===== config.mk =====
export PLATFORM = sky130hd
export DESIGN_NAME = cpu_top
export DESIGN_NICKNAME = d
export VERILOG_FILES = /design/src/logic/cpu_pkg.sv /design/src/logic/pc_unit.sv /design/src/logic/reg_file.sv /design/src/logic/exec_unit.sv /design/src/logic/cpu_control.sv /design/src/logic/cpu_top.sv
export SDC_FILE = /design/constraint.sdc
export NUM_CORES = 1
export LEC_CHECK = 0
export BUFFER_PORTS_ARGS = -buffer_cell sky130_fd_sc_hd__buf_2
export CORE_ASPECT_RATIO = 1.2
export CORE_MARGIN = 3
export CORE_UTILIZATION = 60
export DETAILED_ROUTE_END_ITERATION = 16
export HOLD_SLACK_MARGIN = 0.12
export PLACE_DENSITY = 0.77
export SYNTH_ARGS = -nofsm -noshare
export SYNTH_HDL_FRONTEND = slang
export SYNTH_SLANG_ARGS = --single-unit

===== constraint.sdc =====
create_clock -name clk -period 5.9 [get_ports clk]
set_clock_uncertainty 0.05 [all_clocks]
set_input_delay 0 -clock clk [delete_from_list [all_inputs] [get_ports clk]]
set_output_delay 0 -clock clk [all_outputs]
set_load 0.03 [all_outputs]

===== src/logic/cpu_pkg.sv =====
// Word widths, opcode and execute encodings, and the three views of an instruction word
`default_nettype none

package cpu_pkg;

    localparam int data_w      = 16;   // Register and data word
    localparam int reg_idx_w   = 4;    // Sixteen registers
    localparam int imm_w       = 5;    // Branch and load/store offset
    localparam int target_w    = 13;   // Absolute jump field
    localparam int data_addr_w = 8;

    typedef enum logic [2:0] {
        add_sub  = 3'd0,
        slt_mult = 3'd1,
        load     = 3'd2,
        store    = 3'd3,
        beq      = 3'd4,
        jump     = 3'd5
    } opcode_t;

    // Operation the execute unit registers into result
    typedef enum logic [2:0] {
        op_add,
        op_sub,
        op_slt,
        op_mult,
        op_addr
    } alu_op_t;

    typedef struct packed {
        opcode_t              opcode;
        logic [reg_idx_w-1:0] rs;
        logic [reg_idx_w-1:0] rt;
        logic [reg_idx_w-1:0] rd;
        logic                 func;   // Sub for add_sub, mult for slt_mult
    } r_view_t;

    typedef struct packed {
        opcode_t                  opcode;
        logic [reg_idx_w-1:0]     rs;
        logic [reg_idx_w-1:0]     rt;
        logic signed [imm_w-1:0]  imm;
    } i_view_t;

    typedef struct packed {
        opcode_t             opcode;
        logic [target_w-1:0] target;
    } j_view_t;

    typedef union packed {
        r_view_t r;
        i_view_t i;
        j_view_t j;
    } instr_t;

endpackage

`default_nettype wire


===== src/logic/pc_unit.sv =====
// Program counter with step, relative branch and absolute jump updates
`timescale 1ns/10ps
`default_nettype none

module pc_unit import cpu_pkg::*; #(
    parameter int inst_addr_w = 8
) (
    input  wire                        clk,
    input  wire                        rst_n,
    input  wire                        pc_step,
    input  wire                        pc_branch,
    input  wire                        pc_jump,
    input  wire signed [imm_w-1:0]     imm,
    input  wire [target_w-1:0]         jump_target,
    output logic [inst_addr_w-1:0]     pc
);

    logic [inst_addr_w-1:0] pc_next_seq;
    logic [inst_addr_w-1:0] imm_ext;

    assign pc_next_seq = pc + inst_addr_w'(1);
    assign imm_ext     = {{(inst_addr_w - imm_w){imm[imm_w-1]}}, imm};

    always_ff @(posedge clk or negedge rst_n) begin
        if (!rst_n) begin
            pc <= '0;
        end else if (pc_jump) begin
            pc <= jump_target[inst_addr_w-1:0];   // Upper target bits dropped
        end else if (pc_branch) begin
            pc <= pc_next_seq + imm_ext;          // Offset from next instruction
        end else if (pc_step) begin
            pc <= pc_next_seq;
        end
    end

endmodule

`default_nettype wire


===== src/logic/reg_file.sv =====
// Sixteen signed registers with registered rs/rt reads and a single write port
`timescale 1ns/10ps
`default_nettype none

module reg_file import cpu_pkg::*; (
    input  wire                        clk,
    input  wire                        rst_n,
    input  wire [reg_idx_w-1:0]        rs_idx,
    input  wire [reg_idx_w-1:0]        rt_idx,
    input  wire [reg_idx_w-1:0]        rd_idx,   // Write index
    input  wire [data_w-1:0]           wr_data,
    input  wire                        rf_we,
    output logic signed [data_w-1:0]   rs_data,
    output logic signed [data_w-1:0]   rt_data
);

    localparam int num_regs = 2 ** reg_idx_w;

    logic signed [data_w-1:0] regs [num_regs];

    // ################################################
    // Write port
    // ################################################

    always_ff @(posedge clk or negedge rst_n) begin
        if (!rst_n) begin
            for (int i = 0; i < num_regs; i++) begin
                regs[i] <= '0;
            end
        end else if (rf_we) begin
            regs[rd_idx] <= wr_data;
        end
    end

    // ################################################
    // Read ports
    // ################################################

    // Indices come straight from the instruction register, so the
    // outputs track the current instruction one cycle after it loads
    always_ff @(posedge clk) begin
        rs_data <= regs[rs_idx];
        rt_data <= regs[rt_idx];
    end

endmodule

`default_nettype wire


===== src/logic/exec_unit.sv =====
// Adder/subtractor, signed compare, two-stage multiplier and load/store address
`timescale 1ns/10ps
`default_nettype none

module exec_unit import cpu_pkg::*; (
    input  wire                           clk,
    input  wire                           rst_n,
    input  wire alu_op_t                  alu_op,
    input  wire                           mult_start,
    input  wire signed [data_w-1:0]       rs_data,
    input  wire signed [data_w-1:0]       rt_data,
    input  wire signed [imm_w-1:0]        imm,
    output logic signed [data_w-1:0]      result,
    output logic                          rs_eq_rt,
    output logic [data_addr_w-1:0]        mem_addr
);

    logic signed [data_w-1:0] imm_ext;
    logic [data_w-1:0]        pp_lo;     // rs times low byte of rt
    logic [7:0]               pp_hi;     // Only its low byte reaches bits 15:8
    logic                     pp_valid;
    logic [data_w-1:0]        product;

    assign imm_ext  = {{(data_w - imm_w){imm[imm_w-1]}}, imm};
    assign rs_eq_rt = (rs_data == rt_data);
    assign mem_addr = result[data_addr_w-1:0];

    // ################################################
    // Multiplier, low half of the signed product
    // ################################################

    // Two's complement low bits match the unsigned product
    always_ff @(posedge clk) begin
        if (mult_start) begin
            pp_lo <= rs_data * {8'b0, rt_data[7:0]};
            pp_hi <= rs_data[7:0] * rt_data[15:8];
        end
        if (pp_valid)
            product <= pp_lo + {pp_hi, 8'b0};   // Stage two
    end

    always_ff @(posedge clk or negedge rst_n) begin
        if (!rst_n)
            pp_valid <= 1'b0;
        else
            pp_valid <= mult_start;
    end

    // ################################################
    // Result register
    // ################################################

    always_ff @(posedge clk) begin
        case (alu_op)
            op_add:  result <= rs_data + rt_data;   // Wraps on overflow
            op_sub:  result <= rs_data - rt_data;
            op_slt:  result <= {{(data_w - 1){1'b0}}, rs_data < rt_data};
            op_mult: result <= product;
            default: result <= rs_data + imm_ext;
        endcase
    end

endmodule

`default_nettype wire


===== src/logic/cpu_control.sv =====
// Instruction register, sequencing FSM, decode and retirement strobes
`timescale 1ns/10ps
`default_nettype none

module cpu_control import cpu_pkg::*; (
    input  wire                clk,
    input  wire                rst_n,
    input  wire [data_w-1:0]   inst_rdata,
    input  wire [data_w-1:0]   data_rdata,
    input  wire                rs_eq_rt,
    output instr_t             instr,
    output alu_op_t            alu_op,
    output logic               mult_start,
    output logic               rf_we,
    output logic               wb_sel,
    output logic               pc_step,
    output logic               pc_branch,
    output logic               pc_jump,
    output logic               data_we,
    output logic               io_stall,
    output logic [data_w-1:0]  load_data
);

    localparam logic [2:0] st_fetch      = 3'd0;   // inst_addr presented
    localparam logic [2:0] st_fetch_wait = 3'd1;   // Word returns, latched
    localparam logic [2:0] st_read_regs  = 3'd2;
    localparam logic [2:0] st_execute    = 3'd3;
    localparam logic [2:0] st_mult_wait  = 3'd4;   // Two cycles
    localparam logic [2:0] st_mem_access = 3'd5;   // data_addr presented
    localparam logic [2:0] st_mem_wait   = 3'd6;
    localparam logic [2:0] st_write_back = 3'd7;   // Retirement cycle

    logic [2:0] state;
    logic       mult_phase;
    opcode_t    opcode;
    logic       is_mult;
    logic       is_mem;
    logic       writes_reg;
    logic       retire;

    // ################################################
    // Decode
    // ################################################

    assign opcode     = instr.r.opcode;
    assign is_mult    = (opcode == slt_mult) && instr.r.func;
    assign is_mem     = (opcode == load) || (opcode == store);
    assign writes_reg = (opcode == add_sub) || (opcode == slt_mult) || (opcode == load);
    assign retire     = (state == st_write_back);

    always_comb begin
        case (opcode)
            add_sub:  alu_op = instr.r.func ? op_sub : op_add;
            slt_mult: alu_op = instr.r.func ? op_mult : op_slt;
            default:  alu_op = op_addr;   // Memory address; branch and jump ignore result
        endcase
    end

    // ################################################
    // Sequencing
    // ################################################

    always_ff @(posedge clk or negedge rst_n) begin
        if (!rst_n) begin
            state      <= st_fetch;
            mult_phase <= 1'b0;
            instr      <= '0;
        end else begin
            case (state)
                st_fetch:      state <= st_fetch_wait;
                st_fetch_wait: begin
                    instr <= inst_rdata;
                    state <= st_read_regs;
                end
                st_read_regs:  state <= st_execute;
                st_execute: begin
                    if (is_mult)
                        state <= st_mult_wait;
                    else if (is_mem)
                        state <= st_mem_access;
                    else
                        state <= st_write_back;
                end
                st_mult_wait: begin
                    mult_phase <= !mult_phase;   // Back to 0 on exit
                    if (mult_phase)
                        state <= st_write_back;
                end
                st_mem_access: state <= st_mem_wait;
                st_mem_wait:   state <= st_write_back;
                default:       state <= st_fetch;
            endcase
        end
    end

    always_ff @(posedge clk) begin
        if (state == st_mem_wait)
            load_data <= data_rdata;   // Word for the address sent last cycle
    end

    // Strobes, all single cycle
    assign mult_start = (state == st_execute) && is_mult;
    assign rf_we      = retire && writes_reg;
    assign wb_sel     = (opcode == load);
    assign data_we    = retire && (opcode == store);
    assign io_stall   = !retire;

    // Branch decision lives here; pc_unit only forms targets
    assign pc_branch  = retire && (opcode == beq) && rs_eq_rt;
    assign pc_jump    = retire && (opcode == jump);
    assign pc_step    = retire && !pc_branch && !pc_jump;

endmodule

`default_nettype wire


===== src/logic/cpu_top.sv =====
// Processor top level connecting control, register file, execute unit and program counter
`timescale 1ns/10ps
`default_nettype none

module cpu_top import cpu_pkg::*; #(
    parameter int inst_addr_w = 8
) (
    input  wire                     clk,
    input  wire                     rst_n,
    input  wire [data_w-1:0]        inst_rdata,
    input  wire [data_w-1:0]        data_rdata,
    output logic [inst_addr_w-1:0]  inst_addr,
    output logic [data_addr_w-1:0]  data_addr,
    output logic [data_w-1:0]       data_wdata,
    output logic                    data_we,
    output logic                    io_stall
);

    instr_t                    instr;
    alu_op_t                   alu_op;
    logic                      mult_start;
    logic                      rf_we;
    logic                      wb_sel;    // High picks load_data
    logic                      pc_step;
    logic                      pc_branch;
    logic                      pc_jump;
    logic [data_w-1:0]         load_data;
    logic signed [data_w-1:0]  rs_data;
    logic signed [data_w-1:0]  rt_data;
    logic signed [data_w-1:0]  result;
    logic                      rs_eq_rt;
    logic [data_w-1:0]         wr_data;
    logic [reg_idx_w-1:0]      wr_idx;

    // Loads write rt, every other writer uses rd
    assign wr_data    = wb_sel ? load_data : result;
    assign wr_idx     = wb_sel ? instr.i.rt : instr.r.rd;
    assign data_wdata = rt_data;   // Store source register

    cpu_control u_cpu_control (
        .clk        (clk),
        .rst_n      (rst_n),
        .inst_rdata (inst_rdata),
        .data_rdata (data_rdata),
        .rs_eq_rt   (rs_eq_rt),
        .instr      (instr),
        .alu_op     (alu_op),
        .mult_start (mult_start),
        .rf_we      (rf_we),
        .wb_sel     (wb_sel),
        .pc_step    (pc_step),
        .pc_branch  (pc_branch),
        .pc_jump    (pc_jump),
        .data_we    (data_we),
        .io_stall   (io_stall),
        .load_data  (load_data)
    );

    reg_file u_reg_file (
        .clk     (clk),
        .rst_n   (rst_n),
        .rs_idx  (instr.r.rs),
        .rt_idx  (instr.r.rt),
        .rd_idx  (wr_idx),
        .wr_data (wr_data),
        .rf_we   (rf_we),
        .rs_data (rs_data),
        .rt_data (rt_data)
    );

    exec_unit u_exec_unit (
        .clk        (clk),
        .rst_n      (rst_n),
        .alu_op     (alu_op),
        .mult_start (mult_start),
        .rs_data    (rs_data),
        .rt_data    (rt_data),
        .imm        (instr.i.imm),
        .result     (result),
        .rs_eq_rt   (rs_eq_rt),
        .mem_addr   (data_addr)
    );

    pc_unit #(
        .inst_addr_w (inst_addr_w)
    ) u_pc_unit (
        .clk         (clk),
        .rst_n       (rst_n),
        .pc_step     (pc_step),
        .pc_branch   (pc_branch),
        .pc_jump     (pc_jump),
        .imm         (instr.i.imm),
        .jump_target (instr.j.target),
        .pc          (inst_addr)
    );

endmodule

`default_nettype wire


# After elaboration in Yosys (flattened, before gate mapping)

Index checks and enable logic that the tools add are counted.

Add/sub/neg operators: 6
Multiply operators: 2
Magnitude comparators: 5
Equality and inequality tests: 17
Muxes and demuxes: 22
Bitwise logic cells: 3
Reductions and logical operators: 21

Operators with widths:

| cell                                                      | count |
|---|---|
| bitwise mux 256 bit                                       | 1 |
| binary-select mux 16 bit (select 4 bit)                   | 2 |
| two-way mux 16 bit                                        | 6 |
| demux 16 bit (select 4 bit)                               | 1 |
| case mux 16 bit (4 select lines)                          | 1 |
| adder 16 bit                                              | 2 |
| two-way mux 8 bit                                         | 3 |
| case mux 3 bit (7 select lines)                           | 1 |
| equality test 3 x 2 -> 1 bit (second input constant)      | 6 |
| equality test 3 bit (second input constant)               | 6 |
| adder 16 x 5 -> 16 bit                                    | 1 |
| equality test 16 bit                                      | 1 |
| less-than comparator 16 bit                               | 1 |
| multiplier 16 x 8 -> 16 bit                               | 1 |
| subtractor 16 bit                                         | 1 |
| greater-or-equal comparator 5 bit (second input constant) | 3 |
| inverter 4 -> 5 bit                                       | 3 |
| logical AND 1 bit                                         | 10 |
| equality test 3 x 1 -> 1 bit (second input constant)      | 3 |
| zero test 3 bit                                           | 3 |
| adder 8 x 1 -> 8 bit (second input constant)              | 1 |
| adder 8 bit                                               | 1 |
| multiplier 8 x 8 -> 8 bit                                 | 1 |
| two-way mux 3 bit                                         | 2 |
| other kinds (9)                                           | 15 |

Register bits after elaboration: 389
Input bits: 34
Output and inout bits: 34
Logic and storage cells: 104

# Depth between registers and ports, before layout

Gate-level depths: netlist (run 1).

Depth in word-level cells: 9
Gate-level depth with buffers: 19

# Modules after synthesis

A second synthesis (run 1) with hierarchy kept.

Cells, all modules: 1941
Area, all modules: 24339.6 um^2

Modules (own cells, without submodules):

| module      | instances | cells an instance | area each (um^2) |
|---|---|---|---|
| reg_file    | 1         | 881               | 14079.8 |
| exec_unit   | 1         | 837               | 7613.6 |
| cpu_control | 1         | 91                | 1440.1 |
| pc_unit     | 1         | 110               | 883.3 |
| cpu_top     | 1         | 22                | 322.8 |

# Worst setup path before layout (run 1)

No wires, ideal clock.

Kind: register to register
From: register u_reg_file.rt_data[2]
To: register u_exec_unit.pp_lo[15] (data pin)
Data arrival time: 4392 ps
Data required time: 5584 ps
Slack: 1192 ps
Stages on the path, launching flop included: 18
Path buffers: 1
Cells stage by stage: dfxtp_1 -> clkbuf_1 -> nand2_1 -> fa_1 -> fa_1 -> inv_1 -> fa_1 -> inv_1 -> fa_1 -> inv_1 -> ha_1 -> o21a_1 -> o31a_1 -> o211ai_1 -> nand2_1 -> a41o_1 -> o41ai_1 -> xnor2_1

Word-level cells in the longest chain between the ends: 1

Ends and longest elaborated chain:

| what                        | line            | source |
|---|---|---|
| start: declaration          | reg_file.sv:14  | `output logic signed [data_w-1:0] rt_data` |
| start signal: assignment    | reg_file.sv:43  | `rt_data <= regs[rt_idx];` |
| multiplier 16 x 8 -> 16 bit | exec_unit.sv:35 | `pp_lo <= rs_data * {8'b0, rt_data[7:0]};` |
| end signal: assignment      | exec_unit.sv:35 |  |
| end: declaration            | exec_unit.sv:19 | `logic [data_w-1:0] pp_lo;` |

Every way passes these cells.
A chain may end at the register's enable or synchronous reset.

# Worst setup path after layout (run 1)

Same ends and word-level chain as after synthesis.

==> impl_results.md, run 1 <==
- CP dominant cell by count: fa_1
- Max stage delay on crit path: 0.69 ns
- Chip width: 187 um
- Core ar.: 38,200 um^2
- CP max stage cell: dfxtp_1
- Synthesis-stage register bit count: roughly 390
- Post-route cell area: between 20,000 and 30,000 um^2
- Worst Hold Path Cells: 2
- RSZ-0062 raised after global routing: false
- Post-CTS sizing: 0
- CP Launch Type: flip-flop
- Synth Instances: approximately 2,100
- Synth area leaders: dfrtp_1 (30%), mux4_2 (15%), edfxtp_1 (7.2%), fa_1 (6.5%), ha_1 (5.0%)
- WP data required: around 6.1 ns
- Routability cong.: a little over 1
- Layout cells sized above 1: roughly 18%
- CP Capture Type: flip-flop
- # H-tree levels: 2
- Clock tree buffer depth: 3
- DIE AREA: between 40,000 and 50,000 um^2
- Nets: about 2,400
- Clk root buf: clkbuf_16
- Reg2reg path depth: 16
- Setup Fix Bufs, Post-CTS: 0
- Row count: 78
- Initial Util: about three fifths
- Vias post-DR: around 17,000
- Worst flop-to-flop path startpoint: u_reg_file.rt_data[2]
- Drt pass-1 iters: 5
- Max Clk Rate: approximately 210 MHz
- Hold path start: data_rdata[7]
- Vias in the first global route: 18,059
- Slew HR: about an eighth
- Net Count, Synth: between 2,000 and 2,500
- Clk sink count: a little under 400
- Chip height: around 220 um
- ANT nets after route: 0
- Lkg Pwr: 11.4 nW
- Skew-Pair Late Insertion Delay: between 0.5 and 0.6 ns
- Total Routing Usage GR: about 32%
- Hold Crit Class: input port to flip-flop
- Placed inst area: ~24,000 um^2
- CTS tree: yes
- Initial drt markers: ~1,500
- TritonCTS buffer count: about 40
- Final setup viols: 0
- Syn. warnings: 0
- Status: completed
- HPWL Detailed: 43,900 um
- Final hold violations: 0
- Via-per-instance ratio: around 6.3
- Initial antenna violation count: 4
- Ys flop type: dfrtp_1
- Worst-path maximum fanout: 16
- Port bufs: between 60 and 70
- Layout area overhead: 11.0%
- Measured slew at the worst slew-check pin: between 1 and 1.5 ns
- Total grt overflow: 0
- Post-route minimum period: roughly 5 ns
- CP startpoint: u_reg_file.rt_data[2]
- Routed WL per cell: roughly 24 um
- Sequential area share after synthesis: 41.7%
- Max Transition Viols Final: 0
- First-pass GRT wire length: around 100,000 um
- Number of distinct library cells after synthesis: 69
- Tcrit/Tclk final: between 80 and 90%
- Cell taking the most area after synthesis: dfrtp_1
- Max cap viols: 0
- Worst EP arrival: slightly above 5 ns
- Ys async rst share: 73.3%
- Clock slew at reported path FFs: roughly 0.07 ns
- Syn_area_per_cell: 11.0 um^2
- Post-Route Setup TNS: 0 ns
- Io pins: approximately 70
- Largest net degree at the start of global routing: 170
- Top cell type's share of synthesized area: 30.4%
- Worst hold slack: 0.129 ns
- Largest vdd supply drop: roughly 450 uV
- Post-synth EDFFs: 56
- Crit path cell chain: nand2_1 -> fa_1 -> fa_1 -> inv_1 -> fa_1 -> inv_1 -> fa_1 -> inv_1 -> ha_1 -> o21a_1 -> o31a_1 -> o211ai_1 -> nand2_1 -> a41o_1 -> o41ai_1 -> xnor2_1
- Final WL: ~66,000 um
- Power density cells: about 480 nW/um^2
- Cts hold-fix bufs: 44
- Mapped Area: about 23,000 um^2
- Drt drc: 0
- Crit Path Class: flip-flop to flip-flop
- Final Util: 68.2%
state kept, by name, summed over array words and instances, names as in the netlist, 3 cells and up:
name / flops
u_reg_file.regs: 256
u_cpu_control.instr: 16
u_cpu_control.load_data: 16
u_exec_unit.pp_lo: 16
u_exec_unit.product: 16
u_exec_unit.result: 16
u_reg_file.rs_data: 16
u_reg_file.rt_data: 16
u_exec_unit.pp_hi: 8
u_pc_unit.pc: 8
u_cpu_control.state: 3
Yosys cell counts (15+ instances only):
cell and instances:
mux4_2 160, inv_1 126, a21oi_1 167, o21ai_0 159, xor2_1 21, mux2_2 21, nor2_1 185, ha_1 94
nor3_1 15, dfrtp_1 285, xnor2_1 58, mux2i_1 22, and2_1 77, nand3_1 17, nand2_1 245, buf_2 40
fa_1 76, dfxtp_1 48, edfxtp_1 56, clkbuf_1 80
cells by family (layout without fill, tap and decap cells):
family | Yosys count | in the layout | share of synthesized area, %
simple gates | 603 | 603 | 11.6
compound gates | 420 | 420 | 10.1
flops | 389 | 389 | 41.7
buf+inv | 274 | 356 | 4.85
mux | 204 | 204 | 17.4
fa+ha+maj | 170 | 170 | 11.5
xor+xnor | 79 | 79 | 2.95
other cells | 0 | 1 | 0
worst paths after layout:
check / to / slack (ns)
max: u_exec_unit.pp_lo[15] / 1.03
min in group asynchronous: u_reg_file.regs[80] / 0.51
min: u_cpu_control.load_data[7] / 0.13
max reg2reg: u_exec_unit.pp_lo[15] / 1.03
max in group asynchronous: u_reg_file.regs[61] / 3.83
min reg2reg: u_exec_unit.product[2] / 0.38
through the flow:
step | total power [mW] | worst slack [ns] | instances
5_1_grt | 13.2 | 0.755 | 2741
6_report | 12.5 | 1.03 | 2742
4_1_cts | 12.5 | 1.04 | 2741
2_1_floorplan | 8.05 | 1.19 | 2139
3_5_place_dp | 9.73 | 1.06 | 2622
3_3_place_gp | 9.55 | 1.16 | 2622
power by group:
| group | switching [mW] | total [mW] | leakage, nW | internal, mW |
|---|---|---|---|---|
| combinational | 2.96 | 5.37 | 6.04 | 2.41 |
| clock | 1.11 | 2.68 | 0.687 | 1.57 |
| sequential | 1.03 | 4.47 | 4.72 | 3.44 |
final cells by class:
class                           count  area [um^2]
Antenna cell                        1         2.50
Sequential cell                   389         9790
Clock inverter                     21          234
Fill cell                        2773        12100
Inverter                          127          477
Tap cell                          520          651
Timing Repair Buffer              154         1130
Multi-Input combinational cell   1476        12600
Clock buffer                       54         1160
layer usage:
metal	routed length, um	part of all wire (%)	global-route usage, %
met1	23900	36	39.1
met2	33100	50	55.3
met3	4550	6.9	5.22
met4	4200	6.4	18.7
met5	27	0.041	0
critical path, delay by kind of cell (launching register included):
kind | cells | cell delay [ns]
flops | 1 | 0.69
xor+xnor | 1 | 0.12
fa+ha+maj | 5 | 2.35
buf+inv | 3 | 0.14
compound gates | 5 | 1.02
simple gates | 2 | 0.25
layout by cell type (no fill, tap or decap), drive strengths merged, types with 4 or more instances in the layout:
cell,count
dfrtp,285
nand2,245
nor2,188
a21oi,171
o21ai,165
mux4,160
inv,128
buf,111
ha,94
and2,77
fa,76
xnor2,58
edfxtp,56
clkbuf,54
dfxtp,48
dlygate4sd3,43
mux2,22
mux2i,22
xor2,21
nor3,18
nand3,17
nand2b,15
clkinv,14
o21a,12
nor2b,11
a21o,10
a22oi,9
o21bai,8
o211ai,7
o221ai,7
and3,6
a31oi,6
nand4,6
bufinv,4
or3,4
o41ai,4
Note: power is estimated with default switching activity, not from simulation.
==> run 2: changes to the inputs <==
- clock period: 5.9 -> 4.9 ns (I/O delays scaled with it)
==> run 2 against run 1 <==
Net effect: via count grew 0.64%; first-iteration DRC count grew 9.1%; largest power group unchanged; non-clock buffer count grew 26.
==> impl_results.md, run 2 (synthesis results as in run 1) <==
- Status: completed (unchanged)
- Largest vdd supply drop: 387 uV (was 452 uV)
- Drt pass-1 iters: 8 (was 5)
- Total grt overflow: 0 (unchanged)
- Row count: 78 (unchanged)
- Slew HR: 8.35% (was 11.9%)
- Initial Util: 61.5% (unchanged)
- Routability cong.: 0.973 (was 1.01)
- Top delay family on crit path: adder cells (unchanged)
- Layout cells sized above 1: 18.3% (was 17.6%)
- Worst hold slack: 0.124 ns (was 0.129 ns)
- CP bufs+invs: 3 (unchanged)
- Worst R2R End: u_exec_unit.pp_lo[15] (unchanged)
- Skew-Pair Late Insertion Delay: 0.56 ns (about the same)
- Worst EP arrival: 4.82 ns (was 5.11 ns)
- Measured slew at the worst slew-check pin: 1.34 ns (was 1.28 ns)
- CTS tree: yes (unchanged)
- Cell depth of the worst setup path: 16 (unchanged)
- Initial drt markers: 1,686 (was 1,545)
- Clock tree buffer depth: 3 (unchanged)
- Reg2reg setup slack: 0.32 ns (was 1.03 ns)
- Routed WL per cell: 24.3 um (was 24.0 um)
- Clock slew at reported path FFs: 0.06 ns (was 0.07 ns)
- Worst-path maximum fanout: 9 (was 16)
- WP data required: 5.14 ns (was 6.14 ns)
- Power density cells: 574 nW/um^2 (was 481 nW/um^2)
- Drt drc: 0 (unchanged)
- First-pass GRT wire length: 104,000 um (was 103,000 um)
- Reg2reg path depth: 16 (unchanged)
- Io pins: 68 (unchanged)
- Max cap viols: 0 (unchanged)
- HPWL Detailed: 46,000 um (was 43,900 um)
- Post-route cell area: 26,200 um^2 (was 26,000 um^2)
- Vias in the first global route: 18,357 (was 18,059)
- Final setup viols: 0 (unchanged)
- Placed inst area: 24,300 um^2 (was 24,200 um^2)
- Final WL: 67,300 um (was 65,800 um)
- Chip height: 223 um (unchanged)
- Largest register FFs: 256 (unchanged)
- Nets: 2,419 (was 2,393)
- Initial antenna violation count: 6 (was 4)
- Vias post-DR: 17,488 (was 17,376)
- CP Launch Type: flip-flop (unchanged)
- Post-Route Setup TNS: 0 ns (unchanged)
- Clk sink count: 389 (unchanged)
- Max Clk Rate: 218 MHz (was 205 MHz)
- Worst flop-to-flop path startpoint: u_reg_file.rs_data[4] (was u_reg_file.rt_data[2])
- Max stage delay on crit path: 0.54 ns (was 0.69 ns)
- Via-per-instance ratio: 6.32 (was 6.34)
- Crit Path Class: flip-flop to flip-flop (unchanged)
- Post-route minimum period: 4.58 ns (was 4.87 ns)
- Crit path cell chain: buf_4 -> and2_1 -> fa_1 -> fa_1 -> fa_1 -> inv_1 -> fa_1 -> inv_1 -> ha_1 -> o21a_1 -> o31a_1 -> o211ai_1 -> nand2_1 -> a41o_1 -> o41ai_1 -> xnor2_1 (was nand2_1 -> fa_1 -> fa_1 -> inv_1 -> fa_1 -> inv_1 -> fa_1 -> inv_1 -> ha_1 -> o21a_1 -> o31a_1 -> o211ai_1 -> nand2_1 -> a41o_1 -> o41ai_1 -> xnor2_1)
- Commonest non-fill, non-tap cell in the layout: dfrtp_1 (unchanged)
- CP max stage cell: fa_1 (was dfxtp_1)
- Core ar.: 38,200 um^2 (unchanged)
- Most frequent cells in the layout: dfrtp_1 (281), nand2_1 (245), nor2_1 (182), a21oi_1 (167), mux4_2 (160) (was dfrtp_1 (280), nand2_1 (245), nor2_1 (182), a21oi_1 (167), mux4_2 (160))
- Largest net degree at the start of global routing: 179 (was 170)
- # H-tree levels: 2 (unchanged)
- Total Routing Usage GR: 32.7% (was 32.3%)
- Largest Register: u_reg_file.regs (unchanged)
- CP dominant cell by count: fa_1 (unchanged)
- DIE AREA: 41,500 um^2 (unchanged)
- Tcrit/Tclk final: 93.5% (was 82.6%)
- Chip width: 187 um (unchanged)
- CP startpoint: u_reg_file.rs_data[4] (was u_reg_file.rt_data[2])
- Clk root buf: clkbuf_16 (unchanged)
- Hold Crit Class: input port to flip-flop (unchanged)
- CP Capture Type: flip-flop (unchanged)
- TritonCTS buffer count: 41 (unchanged)
- Final hold violations: 0 (unchanged)
- Layout area overhead: 11.7% (was 11.0%)
- RSZ-0062 raised after global routing: false (unchanged)
- Lkg Pwr: 11.6 nW (was 11.4 nW)
- ANT nets after route: 0 (unchanged)
- Critical Path End: u_exec_unit.pp_lo[15] (unchanged)
- Port bufs: 67 (unchanged)
- Max Transition Viols Final: 0 (unchanged)
==> run 2: where the power goes <==
group / leakage, nW / switching [mW] / internal (mW)
Combinational: 6.17 / 3.74 / 2.95
Sequential: 4.72 / 1.12 / 4.15
Clock: 0.664 / 1.36 / 1.73
==> run 2: what timing repair did <==
| action | in CTS | in global routing |
|---|---|---|
| hold buffers | 48 | 0 |
| gates resized for setup | 0 | 2 |
| setup endpoints to repair | 0 | 2 |
| endpoints found under the hold margin | 139 | 0 |
| buffers inserted | 0 | 0 |
==> run 2: layer usage <==
metal / global-route usage [%] / share of wire [%]
met1: 37.9 / 35
met2: 56.5 / 50
met3: 6.03 / 7.2
met4: 20.5 / 7.1
met5: 0 / 0.076
==> run 2: how the worst min path moves through the flow <==
stage / start / endpoint / slack [ns] / depth (start not counted)
2_1_floorplan: rst_n / u_cpu_control.instr[0] / -0.35 / 0
3_3_place_gp: rst_n / u_reg_file.regs[167] / 0.07 / 1
3_5_place_dp: rst_n / u_reg_file.regs[55] / 0.08 / 1
6_report: data_rdata[0] / u_cpu_control.load_data[0] / 0.12 / 2
5_1_grt: data_rdata[0] / u_cpu_control.load_data[0] / 0.13 / 2
4_1_cts: data_rdata[0] / u_cpu_control.load_data[0] / 0.12 / 2
==> run 2: layout make-up <==
type / count / area, um^2
inverters: 127 / 477
diodes: 2 / 5.00
flip-flops and latches: 389 / 9790
multi-input cells: 1476 / 12600
well taps: 520 / 651
fillers: 2705 / 12000
clock inverters: 19 / 150
repair buffers: 180 / 1340
clock buffers: 56 / 1190
==> run 2: metrics by stage <==
| stage | util (%) | std cells | setup slack (ns) | power [mW] |
|---|---|---|---|---|
| after floorplan | - | 2139 | 0.192 | 9.70 |
| after global placement | 63.8 | 2644 | 0.352 | 11.6 |
| after detailed placement | 63.8 | 2644 | 0.195 | 11.8 |
| after CTS | 68.6 | 2767 | 0.181 | 15.0 |
| after global routing | 68.6 | 2768 | 0.101 | 15.8 |
| final | 68.6 | 2769 | 0.317 | 15.0 |
==> run 3: changes to the inputs <==
- CORE_UTILIZATION: 60 -> 50
- PLACE_DENSITY: 0.77 -> 0.66
==> run 3 against run 2 <==
Net effect: clock power up 4%; routed wire length up 0.81%; non-clock buffer count up 10; sequential share of layout area down 0.33 points; critical path depth unchanged; first-iteration DRC count down 11%; sequential cell count unchanged; setup slack worse by 0.0091 ns; power up 0.62%; largest power group unchanged.
==> impl_results.md, run 3 (synthesis results as in run 1) <==
- Status: completed (unchanged)
- CP Capture Type: flip-flop (unchanged)
- Power share of the combinational group: 44.4% (about the same)
- Core ar.: 46,200 um^2 (was 38,200 um^2)
- N_diodes: 0 (was 2)
- Largest register FFs: 256 (unchanged)
- Clock tree buffer depth: 3 (unchanged)
- Vias post-DR: 17,014 (was 17,488)
- Max Clk Rate: 218 MHz (about the same)
- Total Routing Usage GR: 27.9% (was 32.7%)
- Chip height: 243 um (was 223 um)
- Crit Path Class: flip-flop to flip-flop (unchanged)
- Initial drt markers: 1,497 (was 1,686)
- Most frequent cells in the layout: dfrtp_1 (281), nand2_1 (245), nor2_1 (182), a21oi_1 (167), mux4_2 (160) (unchanged)
- DIE AREA: 49,600 um^2 (was 41,500 um^2)
- Drt pass-1 iters: 5 (was 8)
- Via-per-instance ratio: 5.92 (was 6.32)
- Slew HR: 13.6% (was 8.35%)
- Power density cells: 573 nW/um^2 (was 574 nW/um^2)
- Post-Route Setup TNS: 0 ns (unchanged)
- Hold Crit Class: input port to flip-flop (unchanged)
- Int Pwr: 8.93 mW (was 8.82 mW)
- Max cap viols: 0 (unchanged)
- Port bufs: 67 (unchanged)
- Total grt overflow: 0 (unchanged)
- CP Launch Type: flip-flop (unchanged)
- Final hold violations: 0 (unchanged)
- Worst hold slack: 0.132 ns (was 0.124 ns)
- Clock power share: 21.1% (was 20.5%)
- # H-tree levels: 2 (unchanged)
- Final WL: 67,900 um (was 67,300 um)
- Fin cells: 2,876 (was 2,769)
- Worst EP arrival: 4.86 ns (was 4.82 ns)
- Initial Util: 50.8% (was 61.5%)
- Final setup viols: 0 (unchanged)
- Setup Fix Bufs, Post-CTS: 0 (unchanged)
- Sequential Power Share: 34.5% (was 35.0%)
- Switch share: 41.0% (was 41.4%)
- Routability cong.: 0.933 (was 0.973)
- Max Transition Viols Final: 0 (unchanged)
- Io pins: 68 (unchanged)
- First-pass GRT wire length: 105,000 um (was 104,000 um)
- Drt drc: 0 (unchanged)
- CTS tree: yes (unchanged)
- Clk sink count: 389 (unchanged)
- Vias in the first global route: 17,825 (was 18,357)
- ANT nets after route: 0 (unchanged)
- HPWL Detailed: 47,000 um (was 46,000 um)
- Layout area overhead: 12.7% (was 11.7%)
- Chip width: 204 um (was 187 um)
- Layout cells sized above 1: 18.6% (was 18.3%)
- Largest vdd supply drop: 315 uV (was 387 uV)
- Row count: 86 (was 78)
- Post-placement cell count: 2,747 (was 2,644)
- Clk root buf: clkbuf_16 (unchanged)
- Nets: 2,430 (was 2,419)
- TritonCTS buffer count: 42 (was 41)
- Skew-Pair Late Insertion Delay: 0.59 ns (was 0.56 ns)
- Measured slew at the worst slew-check pin: 1.26 ns (was 1.34 ns)
- Lkg Pwr: 11.6 nW (about the same)
- WP data required: 5.17 ns (was 5.14 ns)
- Largest net degree at the start of global routing: 104 (was 179)
- RSZ-0062 raised after global routing: false (unchanged)
- Routed WL per cell: 23.6 um (was 24.3 um)
- Psw: 6.21 mW (was 6.22 mW)
- Tcrit/Tclk final: 93.7% (was 93.5%)
- Post-route minimum period: 4.59 ns (was 4.58 ns)
- Clock slew at reported path FFs: 0.07 ns (was 0.06 ns)
- Largest Register: u_reg_file.regs (unchanged)
- Commonest non-fill, non-tap cell in the layout: dfrtp_1 (unchanged)
- Initial antenna violation count: 1 (was 6)
- Worst-path maximum fanout: 9 (unchanged)
==> run 3: worst paths after layout <==
| kind | startpoint | to | slack (ns) | cells after the start |
|---|---|---|---|---|
| max in group asynchronous | rst_n | u_reg_file.regs[83] | 3.50 | 4 |
| worst max register to register | u_reg_file.rs_data[4] | u_exec_unit.pp_lo[15] | 0.31 | 16 |
| worst max-delay path | u_reg_file.rs_data[4] | u_exec_unit.pp_lo[15] | 0.31 | 16 |
| worst min register to register | u_exec_unit.pp_lo[5] | u_exec_unit.product[5] | 0.38 | 0 |
| min in group asynchronous | rst_n | u_reg_file.regs[164] | 0.54 | 4 |
| worst min-delay path | inst_rdata[2] | u_cpu_control.instr[2] | 0.13 | 3 |
==> run 3: metrics by stage <==
step / utilization (%) / power, mW / setup slack, ns / area [um^2]
floorplan: - / 9.70 / 0.192 / 23500
global route: 57.2 / 16.0 / 0.00225 / 26400
finish: 57.2 / 15.1 / 0.308 / 26400
global placement: 53.1 / 11.7 / 0.316 / 24500
detailed placement: 53.1 / 11.9 / 0.231 / 24500
CTS: 57.2 / 15.2 / 0.200 / 26400
==> run 3: layout make-up <==
cell class              instances  area, um^2
repair buffers                190        1410
clock inverters                19         206
inverters                     127         477
clock buffers                  59        1170
well taps                     616         771
flip-flops and latches        389        9790
multi-input cells            1476       12600
fillers                      3851       19700
==> run 3: critical path, cell delays in order, from the launching register on <==
cell      delay (ns)
dfxtp_1         0.36
buf_4           0.19
and2_1          0.16
fa_1            0.45
fa_1            0.49
fa_1            0.55
inv_1           0.05
fa_1            0.49
inv_1           0.05
ha_1            0.32
o21a_1          0.13
o31a_1          0.13
o211ai_1        0.17
nand2_1         0.12
a41o_1          0.28
o41ai_2         0.23
xnor2_1         0.11
==> run 3: layer usage <==
layer,GRT usage (%),up-vias,part of all wire [%]
met5,0,-,0.022
met4,14.7,2,5.8
met3,3.93,191,5.2
met2,48.9,531,51
met1,33.4,8630,38
li1,-,7660,-
==> run 3: power groups by stage <==
| stage | registers [mW] | logic, mW | clock network (mW) |
|---|---|---|---|
| 3_5_place_dp | 5.26 | 6.64 | 0 |
| 3_3_place_gp | 5.20 | 6.54 | 0 |
| 2_1_floorplan | 4.73 | 4.96 | 0 |
| 5_1_grt | 5.36 | 7.25 | 3.38 |
| 6_report | 5.22 | 6.72 | 3.20 |
| 4_1_cts | 5.21 | 6.71 | 3.25 |
==> run 3: timing repair <==
action                                 4_1_cts  5_1_grt
setup endpoints to repair                    0        2
resized for setup                            0        4
hold buffers                                51        0
endpoints found under the hold margin      135        0
